File: src/hdl/pwm_pkg.sv
// shared constants, types and register map for the ML-KEM pairwise multiplier
// modules and the job interface pull this in with a wildcard import
`default_nettype none

package pwm_pkg;

    // ------------------------------
    // arithmetic
    // ------------------------------
    localparam int MLKEM_Q = 3329;
    localparam int COEF_W  = 12;

    // coefficient, held below q everywhere in the datapath
    typedef logic [COEF_W-1:0]   coef_t;
    // full product of two coefficients
    typedef logic [2*COEF_W-1:0] prod_t;

    // barrett constants, m = floor(2^k / q) with k covering the whole product
    localparam int    BARRETT_K = 2 * COEF_W;
    localparam prod_t BARRETT_M = prod_t'((1 << BARRETT_K) / MLKEM_Q);

    // end to end pipeline latency in cycles
    localparam int LAT_PLAIN = 4;
    localparam int LAT_ACC   = 5;

    // ------------------------------
    // apb register map
    // ------------------------------
    typedef logic [7:0]  apb_addr_t;
    typedef logic [31:0] apb_data_t;

    localparam apb_addr_t REG_A      = 8'h00;
    localparam apb_addr_t REG_B      = 8'h04;
    localparam apb_addr_t REG_W      = 8'h08;
    localparam apb_addr_t REG_ZETA   = 8'h0C;
    localparam apb_addr_t REG_CTRL   = 8'h10;
    localparam apb_addr_t REG_STATUS = 8'h14;
    localparam apb_addr_t REG_RESULT = 8'h18;

    // element 0 sits at bit 0, element 1 starts here
    localparam int ELEM1_LSB = 16;

    // control and status bit positions
    localparam int CTRL_START = 0;
    localparam int CTRL_ACC   = 1;
    localparam int CTRL_ZERO  = 2;
    localparam int STAT_BUSY  = 0;
    localparam int STAT_DONE  = 1;

endpackage

`default_nettype wire
File: src/hdl/pwm_job_if.sv
// job channel between the register file and the pairwise multiply pipeline
// one job is taken per cycle of valid, no stall path exists
`timescale 1ns/10ps
`default_nettype none

interface pwm_job_if
    import pwm_pkg::*;
();

    // request side
    logic  valid;
    logic  zeroize;
    logic  accumulate;
    coef_t a0;
    coef_t a1;
    coef_t b0;
    coef_t b1;
    coef_t w0;
    coef_t w1;
    coef_t zeta;

    // result side, res_valid pulses once per job
    logic  res_valid;
    coef_t c0;
    coef_t c1;

    modport regs (
        output valid, zeroize, accumulate, a0, a1, b0, b1, w0, w1, zeta,
        input  res_valid, c0, c1
    );

    modport pipe (
        input  valid, zeroize, accumulate, a0, a1, b0, b1, w0, w1, zeta,
        output res_valid, c0, c1
    );

endinterface

`default_nettype wire

File: src/hdl/pwm_apb_regs.sv
// apb slave for the pairwise multiplier
// holds operands, control and status, issues jobs and captures results
// every access is setup plus access phase, no wait states
`timescale 1ns/10ps
`default_nettype none

module pwm_apb_regs
    import pwm_pkg::*;
(
    input  wire            clk,
    input  wire            reset_n,
    input  wire            psel_i,
    input  wire            penable_i,
    input  wire            pwrite_i,
    input  wire apb_addr_t paddr_i,
    input  wire apb_data_t pwdata_i,
    output apb_data_t      prdata_o,
    output logic           pready_o,
    output logic           pslverr_o,
    pwm_job_if.regs        job
);

    typedef enum logic [1:0] {
        JOB_IDLE,
        JOB_BUSY,
        JOB_DONE
    } job_state_t;

    job_state_t state;
    logic       wr_access;
    logic       rd_access;
    logic       addr_mapped;
    logic       start_err;
    logic       ctrl_ok;
    coef_t      c0_q;
    coef_t      c1_q;
    apb_data_t  rdata;

    // pack two elements into one register word
    function automatic apb_data_t pack_pair(coef_t e0, coef_t e1);
        apb_data_t word;
        word                         = '0;
        word[0 +: COEF_W]            = e0;
        word[ELEM1_LSB +: COEF_W]    = e1;
        return word;
    endfunction

    // ------------------------------
    // decode
    // ------------------------------
    assign wr_access = psel_i & penable_i & pwrite_i;
    assign rd_access = psel_i & penable_i & ~pwrite_i;

    always_comb begin
        case (paddr_i)
            REG_A, REG_B, REG_W, REG_ZETA,
            REG_CTRL, REG_STATUS, REG_RESULT: addr_mapped = 1'b1;
            default:                          addr_mapped = 1'b0;
        endcase
    end

    // a second start while a job runs is refused
    assign start_err = wr_access & (paddr_i == REG_CTRL) & pwdata_i[CTRL_START] &
                       (state == JOB_BUSY);
    assign ctrl_ok   = wr_access & (paddr_i == REG_CTRL) & ~start_err;

    assign pready_o  = psel_i;
    assign pslverr_o = psel_i & penable_i & (~addr_mapped | start_err);

    // ------------------------------
    // operand registers
    // ------------------------------
    always_ff @(posedge clk or negedge reset_n) begin
        if (!reset_n) begin
            {job.a0, job.a1, job.b0, job.b1} <= '0;
            {job.w0, job.w1, job.zeta}       <= '0;
        end else if (job.zeroize) begin
            {job.a0, job.a1, job.b0, job.b1} <= '0;
            {job.w0, job.w1, job.zeta}       <= '0;
        end else if (wr_access) begin
            case (paddr_i)
                REG_A: begin
                    job.a0 <= pwdata_i[0 +: COEF_W];
                    job.a1 <= pwdata_i[ELEM1_LSB +: COEF_W];
                end
                REG_B: begin
                    job.b0 <= pwdata_i[0 +: COEF_W];
                    job.b1 <= pwdata_i[ELEM1_LSB +: COEF_W];
                end
                REG_W: begin
                    job.w0 <= pwdata_i[0 +: COEF_W];
                    job.w1 <= pwdata_i[ELEM1_LSB +: COEF_W];
                end
                REG_ZETA: job.zeta <= pwdata_i[0 +: COEF_W];
                default: ;
            endcase
        end
    end

    // ------------------------------
    // job control and result capture
    // ------------------------------
    always_ff @(posedge clk or negedge reset_n) begin
        if (!reset_n) begin
            state          <= JOB_IDLE;
            job.valid      <= 1'b0;
            job.zeroize    <= 1'b0;
            job.accumulate <= 1'b0;
            c0_q           <= '0;
            c1_q           <= '0;
        end else begin
            // zeroize is a single pulse after the ctrl write
            job.zeroize <= ctrl_ok & pwdata_i[CTRL_ZERO];
            if (job.zeroize) begin
                state          <= JOB_IDLE;
                job.valid      <= 1'b0;
                job.accumulate <= 1'b0;
                c0_q           <= '0;
                c1_q           <= '0;
            end else begin
                job.valid <= ctrl_ok & pwdata_i[CTRL_START] & ~pwdata_i[CTRL_ZERO];
                if (ctrl_ok) begin
                    job.accumulate <= pwdata_i[CTRL_ACC];
                end
                // no back-pressure, the result is always taken
                if (job.res_valid) begin
                    c0_q <= job.c0;
                    c1_q <= job.c1;
                end
                if (ctrl_ok && pwdata_i[CTRL_START] && !pwdata_i[CTRL_ZERO]) begin
                    state <= JOB_BUSY;
                end else if (state == JOB_BUSY && job.res_valid) begin
                    state <= JOB_DONE;
                end else if (state == JOB_DONE && rd_access && paddr_i == REG_RESULT) begin
                    state <= JOB_IDLE;
                end
            end
        end
    end

    // read mux
    always_comb begin
        rdata = '0;
        case (paddr_i)
            REG_A:      rdata = pack_pair(job.a0, job.a1);
            REG_B:      rdata = pack_pair(job.b0, job.b1);
            REG_W:      rdata = pack_pair(job.w0, job.w1);
            REG_ZETA:   rdata = pack_pair(job.zeta, '0);
            REG_CTRL:   rdata[CTRL_ACC] = job.accumulate;
            REG_STATUS: begin
                rdata[STAT_BUSY] = (state == JOB_BUSY);
                rdata[STAT_DONE] = (state == JOB_DONE);
            end
            REG_RESULT: rdata = pack_pair(c0_q, c1_q);
            default:    rdata = '0;
        endcase
    end

    assign prdata_o = (psel_i && !pwrite_i) ? rdata : '0;

    // access phase always follows a setup phase
    a_penable_psel: assert property (@(posedge clk) disable iff (!reset_n)
        $rose(penable_i) |-> psel_i)
        else $error("pwm_apb_regs penable rose without psel");

endmodule

`default_nettype wire

File: src/flat_wrapper.sv
// flat-port wrapper written by rule: the top's interface ports become plain ports
module pwm_apb_regs_flat import pwm_pkg::*;
  (clk, reset_n, psel_i, penable_i, pwrite_i, paddr_i, pwdata_i, prdata_o, pready_o, pslverr_o, job_valid, job_zeroize, job_accumulate, job_a0, job_a1, job_b0, job_b1, job_w0, job_w1, job_zeta, job_res_valid, job_c0, job_c1);
  pwm_job_if job_i ();
  input  wire clk;
  input  wire reset_n;
  input  wire psel_i;
  input  wire penable_i;
  input  wire pwrite_i;
  input  wire apb_addr_t paddr_i;
  input  wire apb_data_t pwdata_i;
  output apb_data_t prdata_o;
  output logic pready_o;
  output logic pslverr_o;
  output wire logic [$bits(job_i.valid)-1:0] job_valid;
  output wire logic [$bits(job_i.zeroize)-1:0] job_zeroize;
  output wire logic [$bits(job_i.accumulate)-1:0] job_accumulate;
  output wire logic [$bits(job_i.a0)-1:0] job_a0;
  output wire logic [$bits(job_i.a1)-1:0] job_a1;
  output wire logic [$bits(job_i.b0)-1:0] job_b0;
  output wire logic [$bits(job_i.b1)-1:0] job_b1;
  output wire logic [$bits(job_i.w0)-1:0] job_w0;
  output wire logic [$bits(job_i.w1)-1:0] job_w1;
  output wire logic [$bits(job_i.zeta)-1:0] job_zeta;
  input wire logic [$bits(job_i.res_valid)-1:0] job_res_valid;
  input wire logic [$bits(job_i.c0)-1:0] job_c0;
  input wire logic [$bits(job_i.c1)-1:0] job_c1;
  assign job_valid = job_i.valid;
  assign job_zeroize = job_i.zeroize;
  assign job_accumulate = job_i.accumulate;
  assign job_a0 = job_i.a0;
  assign job_a1 = job_i.a1;
  assign job_b0 = job_i.b0;
  assign job_b1 = job_i.b1;
  assign job_w0 = job_i.w0;
  assign job_w1 = job_i.w1;
  assign job_zeta = job_i.zeta;
  assign job_i.res_valid = job_res_valid;
  assign job_i.c0 = job_c0;
  assign job_i.c1 = job_c1;
  pwm_apb_regs u_core (.clk(clk), .reset_n(reset_n), .psel_i(psel_i), .penable_i(penable_i), .pwrite_i(pwrite_i), .paddr_i(paddr_i), .pwdata_i(pwdata_i), .prdata_o(prdata_o), .pready_o(pready_o), .pslverr_o(pslverr_o), .job(job_i));
endmodule
File: config.mk
export PLATFORM = sky130hd
export DESIGN_NAME = pwm_apb_regs_flat
export DESIGN_NICKNAME = d
export VERILOG_FILES = /design/src/hdl/pwm_pkg.sv /design/src/hdl/pwm_job_if.sv /design/src/hdl/pwm_apb_regs.sv /design/src/flat_wrapper.sv
export SDC_FILE = /design/constraint.sdc
export NUM_CORES = 1
export LEC_CHECK = 0
export ABC_AREA = 0
export BUFFER_PORTS_ARGS = -buffer_cell sky130_fd_sc_hd__buf_2
export CAP_MARGIN = 10
export CORE_ASPECT_RATIO = 2
export CORE_MARGIN = 8
export CORE_UTILIZATION = 51
export CTS_CLUSTER_SIZE = 14
export DETAILED_ROUTE_END_ITERATION = 7
export GPL_ROUTABILITY_DRIVEN = 0
export MAX_ROUTING_LAYER = met4
export PLACE_DENSITY = 0.77
export SETUP_SLACK_MARGIN = 0.1
export SYNTH_ARGS = -nofsm -noshare
export SYNTH_HDL_FRONTEND = slang
export SYNTH_SLANG_ARGS = --single-unit
File: constraint.sdc
create_clock -name clk -period 2.5 [get_ports clk]
set_clock_uncertainty 0.2 [all_clocks]
set_input_delay 0.375 -clock clk [delete_from_list [all_inputs] [get_ports clk]]
set_output_delay 0.375 -clock clk [all_outputs]
set_load 0.02 [all_outputs]
======== Yosys cells after proc, flatten, opt, wreduce, memory -nomap -nowiden ========
Index checks and enable logic that the tools add are counted.
operators by class
  magnitude comparators ................... 0
  multiply operators ...................... 0
  shift-type cells ........................ 0
  reductions and logical operators ........ 22
  div/mod/pow operators ................... 0
  eq/ne operators ......................... 8
  muxes and demuxes ....................... 37
  bitwise logic cells ..................... 16
  $add $sub $neg .......................... 0
operators by type and width
  operator                                        number
  2-to-1 mux 12 bit                               25
  one-hot mux 26 bit (5 select lines)             1
  2-to-1 mux 28 bit                               1
  == test 8 x 5 -> 1 bit (second input constant)  3
  == test 8 x 4 -> 1 bit (second input constant)  2
  nonzero test 2 bit                              7
  bitwise AND 1 bit                               11
  == test 8 x 3 -> 1 bit (second input constant)  1
  zero test 8 bit                                 1
  2-to-1 mux 2 bit                                4
  AND reduction 2 bit                             4
  one-hot mux 1 bit (7 select lines)              1
  OR reduction 7 bit                              1
  logical AND 1 bit                               6
  one-hot mux 1 bit (6 select lines)              1
  2-to-1 mux 1 bit                                4
  NOT 1 bit                                       4
  nonzero test 4 bit                              1
  == test 2 x 1 -> 1 bit (second input constant)  1
  == test 2 bit (second input constant)           1
  zero test 1 bit                                 2
  bitwise OR 1 bit                                1
storage, ports and cells
  word-level logic and storage cells ...... 96
  bits in writable memories ............... 0
  bits of input ports ..................... 70
  bits in latches ......................... 0
  output and inout port bits .............. 121
  bits in read-only memories .............. 0
  memories ................................ 0
  register bits ........................... 113

======== Logic depth before layout (Yosys ltp) ========
  word-level depth ........................ 11
  depth in mapped cells ................... 7
  gate-level depth less buffers ........... 4

======== Least setup slack after synthesis ========
Ideal clock, no wire load.
  path kind ............................... input port to output port
  start point ............................. input port paddr_i[2]
  end point ............................... output port prdata_o[1]
  stages .................................. 6
  data required time ...................... 1.925 ns
  buffers on the path ..................... 2
  setup slack ............................. -0.365 ns
  arrival ................................. 2.290 ns
  cell sequence ........................... clkbuf_1 -> buf_2 -> nand3b_1 -> a21oi_1 -> a21oi_1 -> a2111oi_0
on the way
  longest elaborated chain between the ends .. 3
  elaborated cells on any way between the ends .. 9
  those cells by class .................... eq/ne (6); mux (2); reduce/logical (1)
ends and longest elaborated chain
  item                                            RTL line             text
  start, declared                                 flat_wrapper.sv:10   input wire apb_addr_t paddr_i;
  == test 8 x 5 -> 1 bit (tied with other cells)  pwm_apb_regs.sv:144  case (paddr_i)
  one-hot mux 1 bit (7 select lines) (*)          pwm_apb_regs.sv:144
  2-to-1 mux 28 bit (*)                           pwm_apb_regs.sv:159  assign prdata_o = (psel_i && !pwrite_i) ? rdata : '0;
  end, declared                                   flat_wrapper.sv:12   output apb_data_t prdata_o;
Mark *: on every way between the ends. The rest lies on a longest branch, timed or not.

======== Final worst setup path ========
  start point ............................. register u_core.state[0]
  end point ............................... output port prdata_o[1]
on the way
  longest elaborated chain between the ends .. 3
ends and longest elaborated chain
  item                                RTL line             text
  start, declared                     pwm_apb_regs.sv:29   job_state_t state;
  start signal, assigned              pwm_apb_regs.sv:105  state <= JOB_IDLE;
  start signal, assigned              pwm_apb_regs.sv:115  state <= JOB_IDLE;
  start signal, assigned              pwm_apb_regs.sv:131  state <= JOB_BUSY;
  == test 2 bit                       pwm_apb_regs.sv:152  rdata[STAT_DONE] = (state == JOB_DONE);
  one-hot mux 1 bit (7 select lines)  pwm_apb_regs.sv:144
  2-to-1 mux 28 bit                   pwm_apb_regs.sv:159
Every way passes these cells.

==> out/metrics.yaml <==
area_growth_pct: 34.25
post_dp_cell_area_um2: 7000
clkSlewWorstSetupHoldPaths_ps: 50
vdd_ir_drop_max_mv: 0.4796
grt_overflow_total: 0
yosys.area.top_type: "dfrtp_1"
area.sequential_um2: 2831
outcome: "finished, final reports clean"
fin_crit_ps: 2399
synth-edff-count: 0
wl_mm: 19.90
slew_violations: 0
core_area_um2: 11150
dp_hpwl_mm: 13.53
p_total_mw: 4.593
cp.arrival_ps: 1820
n_antenna_cell: 0
syn_avg_cell_area_um2: 9.588
design_area_um2: 7724
min_period_over_period: 0.9598
synth_flop_cell: "dfrtp_1"
grt_use_met2: 0.4140
syn-cell-area_um2: 5753
cts_root_buf: "clkbuf_16"
slew-limit-headroom: 0.5929
cts_buffer_depth: 2
ys_warn_count: 0
synth_mux_area_frac: 0.1614
synth_cells: 600
rsz0062_at_grt: "yes"
synth_compound_area_frac: 0.1296
worst_slew_pin_slew_ps: 610.6
wl_per_cell_um: 20.99
cp.required_ps: 1920
synth-xor-area-share: 0
finalSetupViolations: 0
cp-end-kind: "output pin"
cts_sinks: 113
setup-tns-final_ps: 0
gr-usage-met3: 0.06881
cellLeakagePower_nw: 4.110
first_iter_violations: 536
vias: 5543
critical_path_class: "flip-flop to output pin"
synthAdderAreaFrac: 0
cts_buffers: 17
critPathLaunchType: "flip-flop"
synth-seq-cells: 113
critPathMaxFanout: 2
fmax_ghz: 0.4168
numPortBuffers: 174
first_pass_iters: 7
grt_antenna_before_repair: 0
whs_ps: 9.533
p_per_area_nw_per_um2: 594.6
multi_input_area_um2: 2793
pin_count: 191
synthTopCellsByCount: "dfrtp_1 (113), nand2_1 (102), nor2_1 (90)"
die_x_um: 91.10
maxCapViolations: 0
synthTopCellsByArea: "dfrtp_1 (49%), mux2i_1 (12%), nand2_1 (6.7%)"
dieArea_um2: 15140
cts_tree: "yes"
grt_max_degree: 65
grt_pass1_vias: 5934
yosys.area.top_type_share: 0.4915
core.rowCount: 55
synth_cell_types: 42
synth_top_family_by_area: "simple AND/OR/NAND/NOR gates"
drcViolationCount: 0
die_h_um: 166.2
vias_per_cell: 5.847
h-tree-depth: 4
clk_latency_ps: 400
use_met1: 0.3275
worstHoldPathType: "primary input to flip-flop"
nFillCells: 913
ant_nets: 0
busiest_layer: "met2"
synth_async_sr_flop_share: 1.000
grtUsageTotal: 0.2678
synth-simple-area-share: 0.1696
hold_viol_final: 0
grt_pass1_wl_mm: 31.57
start_util: 0.5160
post-synth-top-count-cell: "dfrtp_1"
nets: 864
drive_above_1_share: 0.3685
ys_seq_area_frac: 0.4915
[per-layer routing]
layer	vias up	routed length (µm)
met5	-	0
met4	0	400
met3	42	1844
met2	343	9824
met1	2686	7829
li1	2472	-
[logic make-up after synthesis]
group,after synthesis
and+or+nand+nor,229
muxes,89
other,1
DFF,113
buffers and inverters,56
AOI/OAI and AO/OA,112
[layout make-up]
cell class | count | area share
repair buffers | 222 | 0.1769
flip-flops and latches | 113 | 0.3666
clock inverters | 10 | 0.01134
multi-input cells | 438 | 0.3616
inverters | 2 | 0.0009720
well taps | 142 | 0.02300
clock buffers | 21 | 0.05961
[power by group]
part / internal [mW] / switching [mW] / total, mW
combinational: 0.168 / 0.255 / 0.423
clock: 1.40 / 0.834 / 2.24
sequential: 1.89 / 0.0425 / 1.93
[what timing repair did]
action                                  CTS  global route
resized for setup                        18            25
endpoints found under the setup margin   16            24
pin swaps                                 7            12
endpoints found under the hold margin    44             0
gates cloned                              0             1
setup buffers                             0             1
hold buffers                              1             0
[registers in the layout, summed over array words and instances (netlist names)]
name,count
u_core.job.valid,1
u_core.job.b0,12
u_core.c0_q,12
u_core.job.accumulate,1
u_core.job.a0,12
u_core.job.w0,12
u_core.state,2
u_core.job.zeta,12
u_core.job.b1,12
u_core.job.w1,12
u_core.job.zeroize,1
u_core.c1_q,12
u_core.job.a1,12
[stage by stage]
step	std cells	setup WS [ps]	utilization
2_1_floorplan	607	136.9	-
3_3_place_gp	914	-21.53	0.6279
3_5_place_dp	914	-39.33	0.6279
4_1_cts	946	95.88	0.6838
5_1_grt	948	9.714	0.6928
6_report	948	100.5	0.6928
[worst paths after layout]
check	from	slack, ps	endpoint	cells after the start
setup / recovery	u_core.state[0]	100	prdata_o[1]	5
hold / removal	job_c0[5]	10	u_core.c0_q[5]	3
setup reg to reg	u_core.state[0]	680	u_core.job.accumulate	5
hold reg to reg	u_core.c1_q[6]	320	u_core.c1_q[6]	2
max in group asynchronous	reset_n	1120	u_core.c0_q[11]	3
min in group asynchronous	reset_n	330	u_core.job.w0[5]	2
[worst max-delay path, cell delays in order (launching register included)]
cell and delay (ps):
dfrtp_1 380, nand3b_1 180, a21oi_2 140, a21oi_1 70
a2111oi_2 430, buf_4 210
[layout by cell type, fill, tap and decap left out, types with 3 or more instances in the layout]
master and count:
a21oi_1 53, a22oi_1 31, and2_1 3, and3_1 3, buf_12 6, buf_2 163, buf_4 44, buf_6 6
clkbuf_16 17, clkinv_2 4, clkinvlp_4 5, conb_1 8, dfrtp_1 112, mux2_2 20, mux2i_1 68, nand2_1 102
nand3_1 3, nor2_1 87, o2bb2ai_1 7, o32a_1 10
No activity file was read; power rests on OpenSTA's default activity.
